[config.mk]
export PLATFORM = sky130hd
export DESIGN_NAME = lane_sequencer
export DESIGN_NICKNAME = d
export VERILOG_FILES = /design/src/hdl/vector_isa_pkg.sv /design/src/hdl/lane_seq_pkg.sv /design/src/hdl/lane_insn_decoder.sv /design/src/hdl/lane_sequencer.sv /design/src/hdl/operand_cmd_slots.sv /design/src/hdl/pe_req_register.sv /design/src/hdl/vinsn_tracker.sv
export VERILOG_INCLUDE_DIRS = /design/src /design/src/hdl
export SDC_FILE = /design/constraint.sdc
export NUM_CORES = 1
export LEC_CHECK = 0
export BUFFER_PORTS_ARGS = -buffer_cell sky130_fd_sc_hd__buf_2
export CAP_MARGIN = 20
export CORE_MARGIN = 8
export CORE_UTILIZATION = 25
export CTS_BUF_LIST = sky130_fd_sc_hd__clkbuf_2
export DETAILED_ROUTE_END_ITERATION = 10
export GPL_ROUTABILITY_DRIVEN = 0
export SLEW_MARGIN = 20
export SYNTH_ARGS = -nofsm -noshare
export SYNTH_HDL_FRONTEND = slang
export SYNTH_SLANG_ARGS = --single-unit
[constraint.sdc]
create_clock -name clk_i -period 10.85 [get_ports clk_i]
set_input_delay 1.085 -clock clk_i [delete_from_list [all_inputs] [get_ports clk_i]]
set_output_delay 1.085 -clock clk_i [all_outputs]
set_load 0.02 [all_outputs]
[src/hdl/lane_seq_config.svh]
// Lane sequencer configuration
`ifndef LANE_SEQ_CONFIG_SVH
`define LANE_SEQ_CONFIG_SVH

////////////////////////////////////////////////////////////
// Lane geometry
////////////////////////////////////////////////////////////

// Number of lanes in the vector processor
`define NR_LANES 4

// Bits needed to name one lane
`define LANE_ID_WIDTH $clog2(`NR_LANES)

////////////////////////////////////////////////////////////
// Instruction bookkeeping
////////////////////////////////////////////////////////////

// Instruction IDs that can be in flight at the same time
`define NR_VINSN 8

// Width of the vl and vstart fields
`define VL_WIDTH 16

// Architectural vector registers
`define NR_VREGS 32

`endif

[src/hdl/vector_isa_pkg.sv]
// Vector instruction set types
`include "lane_seq_config.svh"

package vector_isa_pkg;

  // Functional unit that executes an instruction in the lane
  typedef enum logic [1:0] {
    VFU_ALU   = 2'd0,
    VFU_MFPU  = 2'd1,
    VFU_STORE = 2'd2
  } vfu_e;

  // Opcodes kept by this lane
  typedef enum logic [2:0] {
    VADD   = 3'd0,
    VSUB   = 3'd1,
    VMUL   = 3'd2,
    VMACC  = 3'd3,
    VSTORE = 3'd4
  } vop_e;

  // Element width, encoded as log2 of the byte count
  typedef enum logic [1:0] {
    EW8  = 2'd0,
    EW16 = 2'd1,
    EW32 = 2'd2,
    EW64 = 2'd3
  } vew_e;

  // Vector register index
  typedef logic [$clog2(`NR_VREGS)-1:0] vreg_t;

  // The mask always lives in v0
  localparam vreg_t VMASK = '0;

endpackage

[src/hdl/lane_seq_pkg.sv]
// Lane sequencer types
`include "lane_seq_config.svh"

package lane_seq_pkg;
  import vector_isa_pkg::*;

  ////////////////////////////////////////////////////////////
  // Operand queues
  ////////////////////////////////////////////////////////////

  localparam int unsigned NR_OPQ = 7;

  typedef enum logic [2:0] {
    ALU_A  = 3'd0,
    ALU_B  = 3'd1,
    MFPU_A = 3'd2,
    MFPU_B = 3'd3,
    MFPU_C = 3'd4,
    ST_A   = 3'd5,
    MASK_M = 3'd6
  } opq_e;

  ////////////////////////////////////////////////////////////
  // Common fields
  ////////////////////////////////////////////////////////////

  typedef logic [$clog2(`NR_VINSN)-1:0] vid_t;
  typedef logic [`VL_WIDTH-1:0]         vlen_t;
  // One bit per instruction ID
  typedef logic [`NR_VINSN-1:0]         vinsn_vec_t;

  // Request from the main sequencer
  typedef struct packed {
    vid_t       id;
    vfu_e       vfu;
    vop_e       op;
    logic       vm;
    logic       use_vs1;
    logic       use_vs2;
    logic       use_vd_op;
    logic       swap_vs2_vd_op;
    vreg_t      vs1;
    vreg_t      vs2;
    vreg_t      vd;
    vew_e       eew_vs1;
    vew_e       eew_vs2;
    vew_e       eew_vd_op;
    vew_e       vsew;
    vlen_t      vl;
    vlen_t      vstart;
    vinsn_vec_t hazard_vs1;
    vinsn_vec_t hazard_vs2;
    vinsn_vec_t hazard_vm;
    vinsn_vec_t hazard_vd;
  } pe_req_t;

  // Operation handed to the lane's functional units
  typedef struct packed {
    vid_t  id;
    vfu_e  vfu;
    vop_e  op;
    logic  vm;
    vreg_t vd;
    vew_e  vsew;
    vlen_t vl;
    vlen_t vstart;
  } vfu_op_t;

  // Command for one operand requester queue
  typedef struct packed {
    vid_t       id;
    vreg_t      vs;
    vew_e       eew;
    vlen_t      vl;
    vlen_t      vstart;
    vinsn_vec_t hazard;
  } opq_cmd_t;

  typedef struct packed {
    vinsn_vec_t vinsn_done;
  } pe_resp_t;

endpackage

[src/hdl/lane_insn_decoder.sv]
// Lane instruction decoder
`timescale 1ns/1ps
`include "lane_seq_config.svh"

module lane_insn_decoder (
  input  logic [`LANE_ID_WIDTH-1:0]                         lane_id_i,
  input  lane_seq_pkg::pe_req_t                             req_i,
  input  logic                                              req_valid_i,
  output logic                                              req_ready_o,
  input  logic [lane_seq_pkg::NR_OPQ-1:0]                   opq_busy_i,
  input  logic [`NR_VINSN-1:0]                              vinsn_running_i,
  output lane_seq_pkg::opq_cmd_t [lane_seq_pkg::NR_OPQ-1:0] opq_cmd_o,
  output logic [lane_seq_pkg::NR_OPQ-1:0]                   opq_push_o,
  output lane_seq_pkg::vfu_op_t                             vfu_op_o,
  output logic                                              vfu_op_valid_o,
  output logic                                              dispatch_o,
  output lane_seq_pkg::vid_t                                dispatch_id_o,
  output logic                                              dispatch_muted_o
);
  import lane_seq_pkg::*;
  import vector_isa_pkg::*;

  vlen_t              lane_vl;
  vlen_t              lane_vstart;
  vlen_t              st_vl;
  vlen_t              mask_vl;
  logic               unit_busy;
  logic               muted;
  logic [NR_OPQ-1:0]  push;

  // Builds the command of one operand, tagged with the current instruction
  function automatic opq_cmd_t make_cmd(vreg_t vs, vew_e eew, vlen_t vl, vinsn_vec_t hazard);
    opq_cmd_t cmd;
    cmd.id     = req_i.id;
    cmd.vs     = vs;
    cmd.eew    = eew;
    cmd.vl     = vl;
    cmd.vstart = lane_vstart;
    // Every operand also waits on the instruction that writes vd
    cmd.hazard = hazard | req_i.hazard_vd;
    return cmd;
  endfunction

  ////////////////////////////////////////////////////////////
  // Lane share of the vector
  ////////////////////////////////////////////////////////////

  always_comb begin
    // Lanes below vl modulo the lane count run one extra element
    lane_vl = vlen_t'(req_i.vl / `NR_LANES);
    if (lane_id_i < req_i.vl % `NR_LANES)
      lane_vl = lane_vl + 1'b1;

    // The start index moves the other way
    lane_vstart = vlen_t'(req_i.vstart / `NR_LANES);
    if (lane_id_i < req_i.vstart % `NR_LANES)
      lane_vstart = lane_vstart - 1'b1;

    // The store unit gathers from all lanes, so every lane sends the rounded-up share
    st_vl = vlen_t'(req_i.vl / `NR_LANES);
    if (st_vl * `NR_LANES != req_i.vl)
      st_vl = st_vl + 1'b1;

    // Mask bits are packed 8 per byte across all lanes
    mask_vl = vlen_t'((req_i.vl / `NR_LANES / 8) >> int'(req_i.vsew));
    if ((mask_vl << int'(req_i.vsew)) * `NR_LANES * 8 != req_i.vl)
      mask_vl = mask_vl + 1'b1;
  end

  ////////////////////////////////////////////////////////////
  // Acceptance
  ////////////////////////////////////////////////////////////

  always_comb begin
    case (req_i.vfu)
      VFU_ALU:   unit_busy = opq_busy_i[ALU_A] | opq_busy_i[ALU_B] | opq_busy_i[MASK_M];
      VFU_MFPU:  unit_busy = opq_busy_i[MFPU_A] | opq_busy_i[MFPU_B] |
                             opq_busy_i[MFPU_C] | opq_busy_i[MASK_M];
      VFU_STORE: unit_busy = opq_busy_i[ST_A] | opq_busy_i[MASK_M];
      default:   unit_busy = 1'b1;
    endcase
  end

  assign req_ready_o = !unit_busy && !vinsn_running_i[req_i.id];
  assign dispatch_o  = req_valid_i && req_ready_o;

  // Nothing to compute here, but the instruction still has to retire
  assign muted = (req_i.vfu inside {VFU_ALU, VFU_MFPU}) && (lane_vl == '0);

  assign dispatch_id_o    = req_i.id;
  assign dispatch_muted_o = dispatch_o && muted;
  assign vfu_op_valid_o   = dispatch_o && !muted;

  assign vfu_op_o = '{
    id:     req_i.id,
    vfu:    req_i.vfu,
    op:     req_i.op,
    vm:     req_i.vm,
    vd:     req_i.vd,
    vsew:   req_i.vsew,
    vl:     lane_vl,
    vstart: lane_vstart
  };

  ////////////////////////////////////////////////////////////
  // Operand commands
  ////////////////////////////////////////////////////////////

  always_comb begin
    opq_cmd_o = '0;
    push      = '0;

    case (req_i.vfu)
      VFU_ALU: begin
        opq_cmd_o[ALU_A] = make_cmd(req_i.vs1, req_i.eew_vs1, lane_vl, req_i.hazard_vs1);
        opq_cmd_o[ALU_B] = make_cmd(req_i.vs2, req_i.eew_vs2, lane_vl, req_i.hazard_vs2);
        push[ALU_A]      = req_i.use_vs1;
        push[ALU_B]      = req_i.use_vs2;
      end
      VFU_MFPU: begin
        opq_cmd_o[MFPU_A] = make_cmd(req_i.vs1, req_i.eew_vs1, lane_vl, req_i.hazard_vs1);
        push[MFPU_A]      = req_i.use_vs1;
        // The multiply-add forms read the addend through the B queue
        if (req_i.swap_vs2_vd_op) begin
          opq_cmd_o[MFPU_B] = make_cmd(req_i.vd, req_i.eew_vd_op, lane_vl, '0);
          opq_cmd_o[MFPU_C] = make_cmd(req_i.vs2, req_i.eew_vs2, lane_vl, req_i.hazard_vs2);
          push[MFPU_B]      = req_i.use_vd_op;
          push[MFPU_C]      = req_i.use_vs2;
        end else begin
          opq_cmd_o[MFPU_B] = make_cmd(req_i.vs2, req_i.eew_vs2, lane_vl, req_i.hazard_vs2);
          opq_cmd_o[MFPU_C] = make_cmd(req_i.vd, req_i.eew_vd_op, lane_vl, '0);
          push[MFPU_B]      = req_i.use_vs2;
          push[MFPU_C]      = req_i.use_vd_op;
        end
      end
      VFU_STORE: begin
        opq_cmd_o[ST_A] = make_cmd(req_i.vs1, req_i.eew_vs1, st_vl, req_i.hazard_vs1);
        push[ST_A]      = req_i.use_vs1;
      end
      default: begin
        push = '0;
      end
    endcase

    // All three units take the mask through the same queue
    opq_cmd_o[MASK_M] = make_cmd(VMASK, req_i.vsew, mask_vl, req_i.hazard_vm);
    push[MASK_M]      = !req_i.vm;
  end

  assign opq_push_o = push & {NR_OPQ{dispatch_o}};

endmodule

[src/hdl/lane_sequencer.sv]
// Lane sequencer
`timescale 1ns/1ps
`include "lane_seq_config.svh"

module lane_sequencer (
  input  logic                                              clk_i,
  input  logic                                              rst_ni,
  input  logic [`LANE_ID_WIDTH-1:0]                         lane_id_i,
  // Main sequencer side
  input  lane_seq_pkg::pe_req_t                             pe_req_i,
  input  logic                                              pe_req_valid_i,
  input  logic [`NR_VINSN-1:0]                              pe_vinsn_running_i,
  output logic                                              pe_req_ready_o,
  output lane_seq_pkg::pe_resp_t                            pe_resp_o,
  // Operand requester side
  output lane_seq_pkg::opq_cmd_t [lane_seq_pkg::NR_OPQ-1:0] operand_request_o,
  output logic [lane_seq_pkg::NR_OPQ-1:0]                   operand_request_valid_o,
  input  logic [lane_seq_pkg::NR_OPQ-1:0]                   operand_request_ready_i,
  // Functional unit side
  output lane_seq_pkg::vfu_op_t                             vfu_operation_o,
  output logic                                              vfu_operation_valid_o,
  input  logic [`NR_VINSN-1:0]                              alu_vinsn_done_i,
  input  logic [`NR_VINSN-1:0]                              mfpu_vinsn_done_i,
  output logic                                              alu_vinsn_done_o,
  output logic                                              mfpu_vinsn_done_o
);
  import lane_seq_pkg::*;

  pe_req_t                 req;
  logic                    req_valid;
  logic                    req_ready;
  opq_cmd_t [NR_OPQ-1:0]   opq_cmd;
  logic     [NR_OPQ-1:0]   opq_push;
  vfu_op_t                 vfu_op;
  logic                    vfu_op_valid;
  logic                    dispatch;
  vid_t                    dispatch_id;
  logic                    dispatch_muted;
  logic [`NR_VINSN-1:0]    vinsn_running;

  pe_req_register #(
    .T(pe_req_t)
  ) i_req_reg (
    .clk_i  (clk_i),
    .rst_ni (rst_ni),
    .data_i (pe_req_i),
    .valid_i(pe_req_valid_i),
    .ready_o(pe_req_ready_o),
    .data_o (req),
    .valid_o(req_valid),
    .ready_i(req_ready)
  );

  lane_insn_decoder i_decoder (
    .lane_id_i       (lane_id_i),
    .req_i           (req),
    .req_valid_i     (req_valid),
    .req_ready_o     (req_ready),
    .opq_busy_i      (operand_request_valid_o),
    .vinsn_running_i (vinsn_running),
    .opq_cmd_o       (opq_cmd),
    .opq_push_o      (opq_push),
    .vfu_op_o        (vfu_op),
    .vfu_op_valid_o  (vfu_op_valid),
    .dispatch_o      (dispatch),
    .dispatch_id_o   (dispatch_id),
    .dispatch_muted_o(dispatch_muted)
  );

  operand_cmd_slots i_slots (
    .clk_i  (clk_i),
    .rst_ni (rst_ni),
    .cmd_i  (opq_cmd),
    .push_i (opq_push),
    .cmd_o  (operand_request_o),
    .valid_o(operand_request_valid_o),
    .ready_i(operand_request_ready_i)
  );

  vinsn_tracker i_tracker (
    .clk_i             (clk_i),
    .rst_ni            (rst_ni),
    .pe_vinsn_running_i(pe_vinsn_running_i),
    .dispatch_i        (dispatch),
    .dispatch_id_i     (dispatch_id),
    .dispatch_muted_i  (dispatch_muted),
    .alu_done_i        (alu_vinsn_done_i),
    .mfpu_done_i       (mfpu_vinsn_done_i),
    .vinsn_running_o   (vinsn_running),
    .pe_resp_o         (pe_resp_o),
    .alu_vinsn_done_o  (alu_vinsn_done_o),
    .mfpu_vinsn_done_o (mfpu_vinsn_done_o)
  );

  ////////////////////////////////////////////////////////////
  // Operation register towards the functional units
  ////////////////////////////////////////////////////////////

  always_ff @(posedge clk_i or negedge rst_ni) begin
    if (!rst_ni) begin
      vfu_operation_valid_o <= 1'b0;
    end else begin
      vfu_operation_valid_o <= vfu_op_valid;
    end
  end

  always_ff @(posedge clk_i) begin
    if (vfu_op_valid) begin
      vfu_operation_o <= vfu_op;
    end
  end

endmodule

[src/hdl/operand_cmd_slots.sv]
// Operand command slots
`timescale 1ns/1ps

module operand_cmd_slots (
  input  logic                                              clk_i,
  input  logic                                              rst_ni,
  input  lane_seq_pkg::opq_cmd_t [lane_seq_pkg::NR_OPQ-1:0] cmd_i,
  input  logic [lane_seq_pkg::NR_OPQ-1:0]                   push_i,
  output lane_seq_pkg::opq_cmd_t [lane_seq_pkg::NR_OPQ-1:0] cmd_o,
  output logic [lane_seq_pkg::NR_OPQ-1:0]                   valid_o,
  input  logic [lane_seq_pkg::NR_OPQ-1:0]                   ready_i
);
  import lane_seq_pkg::*;

  ////////////////////////////////////////////////////////////
  // Slot occupancy
  ////////////////////////////////////////////////////////////

  always_ff @(posedge clk_i or negedge rst_ni) begin
    if (!rst_ni) begin
      valid_o <= '0;
    end else begin
      for (int q = 0; q < NR_OPQ; q++) begin
        // A new command wins over the requester taking the old one
        if (push_i[q]) begin
          valid_o[q] <= 1'b1;
        end else if (ready_i[q]) begin
          valid_o[q] <= 1'b0;
        end
      end
    end
  end

  // Slot contents only change when a command is pushed
  always_ff @(posedge clk_i) begin
    for (int q = 0; q < NR_OPQ; q++) begin
      if (push_i[q]) begin
        cmd_o[q] <= cmd_i[q];
      end
    end
  end

endmodule

[src/hdl/pe_req_register.sv]
// Fall-through request register
`timescale 1ns/1ps

module pe_req_register #(
  parameter type T = logic
) (
  input  logic clk_i,
  input  logic rst_ni,
  input  T     data_i,
  input  logic valid_i,
  output logic ready_o,
  output T     data_o,
  output logic valid_o,
  input  logic ready_i
);

  logic full_q;
  T     data_q;

  ////////////////////////////////////////////////////////////
  // Output side
  ////////////////////////////////////////////////////////////

  // An empty register is transparent, a full one presents the held entry
  assign data_o  = full_q ? data_q : data_i;
  assign valid_o = full_q | valid_i;

  // Only an empty register takes a new entry
  assign ready_o = !full_q;

  ////////////////////////////////////////////////////////////
  // Storage
  ////////////////////////////////////////////////////////////

  always_ff @(posedge clk_i or negedge rst_ni) begin
    if (!rst_ni) begin
      full_q <= 1'b0;
    end else if (full_q) begin
      // The held entry leaves once the consumer takes it
      if (ready_i) begin
        full_q <= 1'b0;
      end
    end else if (valid_i && !ready_i) begin
      full_q <= 1'b1;
    end
  end

  // Capture the input when it passed through but was not consumed
  always_ff @(posedge clk_i) begin
    if (!full_q && valid_i && !ready_i) begin
      data_q <= data_i;
    end
  end

endmodule

[src/hdl/vinsn_tracker.sv]
// Running instruction tracker
`timescale 1ns/1ps
`include "lane_seq_config.svh"

module vinsn_tracker (
  input  logic                   clk_i,
  input  logic                   rst_ni,
  input  logic [`NR_VINSN-1:0]   pe_vinsn_running_i,
  input  logic                   dispatch_i,
  input  lane_seq_pkg::vid_t     dispatch_id_i,
  input  logic                   dispatch_muted_i,
  input  logic [`NR_VINSN-1:0]   alu_done_i,
  input  logic [`NR_VINSN-1:0]   mfpu_done_i,
  output logic [`NR_VINSN-1:0]   vinsn_running_o,
  output lane_seq_pkg::pe_resp_t pe_resp_o,
  output logic                   alu_vinsn_done_o,
  output logic                   mfpu_vinsn_done_o
);

  logic [`NR_VINSN-1:0] running_q;
  logic [`NR_VINSN-1:0] running_d;
  logic [`NR_VINSN-1:0] done_d;

  // The main sequencer retires IDs by dropping them from its own vector
  assign vinsn_running_o = running_q & pe_vinsn_running_i;

  always_comb begin
    running_d = vinsn_running_o;
    done_d    = alu_done_i | mfpu_done_i;

    // A muted instruction finishes in this lane on the cycle it is dispatched
    if (dispatch_i) begin
      if (dispatch_muted_i)
        done_d[dispatch_id_i] = 1'b1;
      else
        running_d[dispatch_id_i] = 1'b1;
    end
  end

  always_ff @(posedge clk_i or negedge rst_ni) begin
    if (!rst_ni) begin
      running_q         <= '0;
      pe_resp_o         <= '0;
      alu_vinsn_done_o  <= 1'b0;
      mfpu_vinsn_done_o <= 1'b0;
    end else begin
      running_q            <= running_d;
      pe_resp_o.vinsn_done <= done_d;
      alu_vinsn_done_o     <= |alu_done_i;
      mfpu_vinsn_done_o    <= |mfpu_done_i;
    end
  end

endmodule

==> run_results.csv <==
group,metric,value,unit
layout,fillers,7937,
status,status,"finished, final reports clean",
route,vias,14100,
yosys,yosys.cell_types.count,79,
critical_path,worstPathRequired,11630,ps
sta,final_max_slew_viol_count,0,
clock_tree,clkTransAtPathRegs,110,ps
clock_tree,post_cts_buffers,0,
power,intPower,4.12,mW
route,totalWireLength,72000,um
yosys,synth_mux_area_share,6.13,%
layout,final_layout_size_suffix_gt1_share,37.2,%
critical_path,max_stage_delay,860,ps
yosys,synth_area,20200,sq um
power,leakage,10.6,nW
place,port_buffers,536,
grt,antenna_found_initial,10,
yosys,yosysSeqAreaShare,73.6,%
clock_tree,cts_tree,"yes",
sta,rsz0062_at_grt,"no",
place,dp_cells,2867,
sta,finClkSkew,88.6,ps
sta,hold_viol,0,
die,die_y,301,um
critical_path,crit_slowest_cell,"dfrtp_4",
sta,period_needed,6020,ps
power,switching_share,40.1,%
yosys,yosys_most_used_dff,"edfxtp_1",
yosys,synth_compound_area_share,4.94,%
grt,grt_overflow,0,
power,seqPwrFrac,43.3,%
die,coreArea,80400,sq um
layout,area_growth,31.7,%
yosys,synth_fa_ha_area_share,0.618,%
clock_tree,cts-buffers-inserted,136,
power,switchingPower,2.76,mW
grt,grt_usage,15.3,%
yosys,synthSimpleGateAreaFrac,9.83,%
die,die_area,90400,sq um
clock_tree,h-tree-depth,4,
yosys,synthCells,1311,
yosys,ys_warn_count,0,
sta,fmax,0.166,GHz
job,drv_cap,0,
layout,utilization,33.2,%
critical_path,endpoint_kind,"flop",
die,dieWidth,301,um
critical_path,critPathMaxFanout,52,
route,ant_nets,0,
critical_path,cp-start-kind,"flop",
place,dp.final_hpwl,51400,um
critical_path,crit_buf_inv,2,
power,power-per-cell-area,258,nW/um^2
yosys,async_flop_share,5.39,%
sta,setup_viol,0,
critical_path,crit_chain,"buf_4, buf_4, mux2i_1, ha_1, or2_2, o22ai_4, nand4_2, or3_1, a211oi_2, o2111ai_2, and2_4",
yosys,synth-seq-cells,501,
min_path,min_path_type,"in2async",
sta,relSlewSlack,26.8,%
clock_tree,cts-root-buf,"clkbuf_2",
power,ir_worst_vdd,0.000142,V
yosys,synth_edf_count,474,
grt,grt_pass1_vias,15200,
route,drc,0,
die,row_count,104,
power,clkPwrFrac,20.1,%
grt,grt_pass1_wl,102000,um
layout,multi_input_area,4890,sq um
yosys,synth.avg_cell_area,15.4,sq um
layout,fin_area,26700,sq um
critical_path,critPathArrivalTime,6810,ps
yosys,synth-xor-area-share,2.03,%
clock_tree,cts.repair.resized,0,
clock_tree,ctsLongestPathBuffers,3,
die,start_util,25.2,%
power,combPwrFrac,36.6,%
critical_path,critical_path_class,"reg2reg",
route,dr.pass1.iters,7,
layout,final_cells,3239,
layout,seqCellArea,14900,sq um
clock_tree,cts_num_sinks,501,
sta,tightest_slew,1070,ps
clock_tree,clk_latency,1220,ps
layout,final_common_cell,"buf_2",
sta,holdWs,445,ps
critical_path,crit_path_frequent_cell,"buf_4",
critical_path,path_delay_family,"simple AND/OR/NAND/NOR gates",
yosys,synth_top_family_by_area,"simple AND/OR/NAND/NOR gates",
layout,layout_common_cells,"buf_2, edfxtp_1, clkbuf_2",
die,pin_count,553,
route,via_per_inst,4.36,
grt,grt_max_degree,67,
route,first_iter_violations,816,
place,placed_area,24000,sq um
route,wl_per_cell,22.2,um
sta,setup-tns-final,0,ps
sta,timing.final.crit_share,55.5,%
layout,fin_nets,2227,
[synthesized netlist by cell type, types with 19 or more instances]
cell      instances  share of area (%)
buf_4            27                1.0
clkbuf_1         26               0.48
and2_1           86                2.7
edfxtp_1        474                 70
mux2i_1         103                5.1
inv_1            30               0.56
nand2_1          97                1.8
dfrtp_1          27                3.3
nor2_1           89                1.6
xor2_1           19               0.82
xnor2_1          28                1.2
a21oi_1          45                1.1
o21a_1           20               0.74
and3_1           22               0.68
[logic make-up after synthesis]
logic type,after synthesis
simple gates,384
buf+inv,103
fa+ha+maj,10
other cells,1
compound gates,145
flops,501
mux,120
xor+xnor,47
[area by class of cell]
type | count | area share [%]
Antenna cell | 10 | 0.0938
Clock buffer | 190 | 3.56
Clock inverter | 36 | 1.08
Inverter | 34 | 0.478
Multi-Input combinational cell | 722 | 18.3
Sequential cell | 501 | 55.9
Tap cell | 1060 | 4.97
Timing Repair Buffer | 686 | 15.6
[per-layer routing]
layer  vias to the layer above  global-route usage (%)  share of wire [%]
li1                       6439                       -                  -
met1                      6974                    17.6                 40
met2                       589                    25.7                 49
met3                       116                    5.47                8.2
met4                         4                    6.19                2.6
met5                         -                       0              0.036
[final timing paths]
kind	start	endpoint	cells past startpoint	slack, ps
max	i_req_reg.full_q$_DFF_PN0_	vfu_operation_o[28]$_DFFE_PP_	11	4830
max in group asynchronous	rst_ni	i_req_reg.full_q$_DFF_PN0_	2	9850
min in group clk_i	i_tracker.running_q[4]$_DFF_PN0_	i_tracker.running_q[4]$_DFF_PN0_	2	500
min	rst_ni	i_tracker.running_q[4]$_DFF_PN0_	2	440
max reg2reg	i_req_reg.full_q$_DFF_PN0_	vfu_operation_o[28]$_DFFE_PP_	11	4830
min reg2reg	i_tracker.running_q[4]$_DFF_PN0_	i_tracker.running_q[4]$_DFF_PN0_	2	500
[stage by stage]
| stage | setup WS (ps) | total power, mW |
|---|---|---|
| 2_1_floorplan | 2980 | 4.57 |
| 3_3_place_gp | 4970 | 5.49 |
| 3_5_place_dp | 4810 | 5.53 |
| 4_1_cts | 4740 | 7.00 |
| 5_1_grt | 4440 | 7.27 |
| 6_report | 4830 | 6.87 |
[power by group through the flow]
| stage | logic (mW) | registers, mW | clock network, mW |
|---|---|---|---|
| detailed placement | 2.51 | 3.03 | 0 |
| global route | 2.71 | 3.01 | 1.54 |
| CTS | 2.56 | 2.99 | 1.45 |
| floorplan | 1.24 | 3.32 | 0 |
| finish | 2.51 | 2.97 | 1.38 |
| global placement | 2.46 | 3.02 | 0 |
[registers in the layout, summed over array words and instances, names as in the netlist]
signal,cells
i_req_reg.data_q,100
vfu_operation_valid_o,1
i_req_reg.full_q,1
i_tracker.mfpu_vinsn_done_o,1
i_slots.cmd_o,328
i_tracker.running_q,8
i_slots.valid_o,7
i_tracker.pe_resp_o,8
i_tracker.alu_vinsn_done_o,1
vfu_operation_o,46
[timing repair]
action | in CTS | in global routing
setup endpoints to repair | 0 | 0
hold buffers | 136 | 0
hold endpoints to repair | 167 | 0
Power figures use the tool's default switching activity.
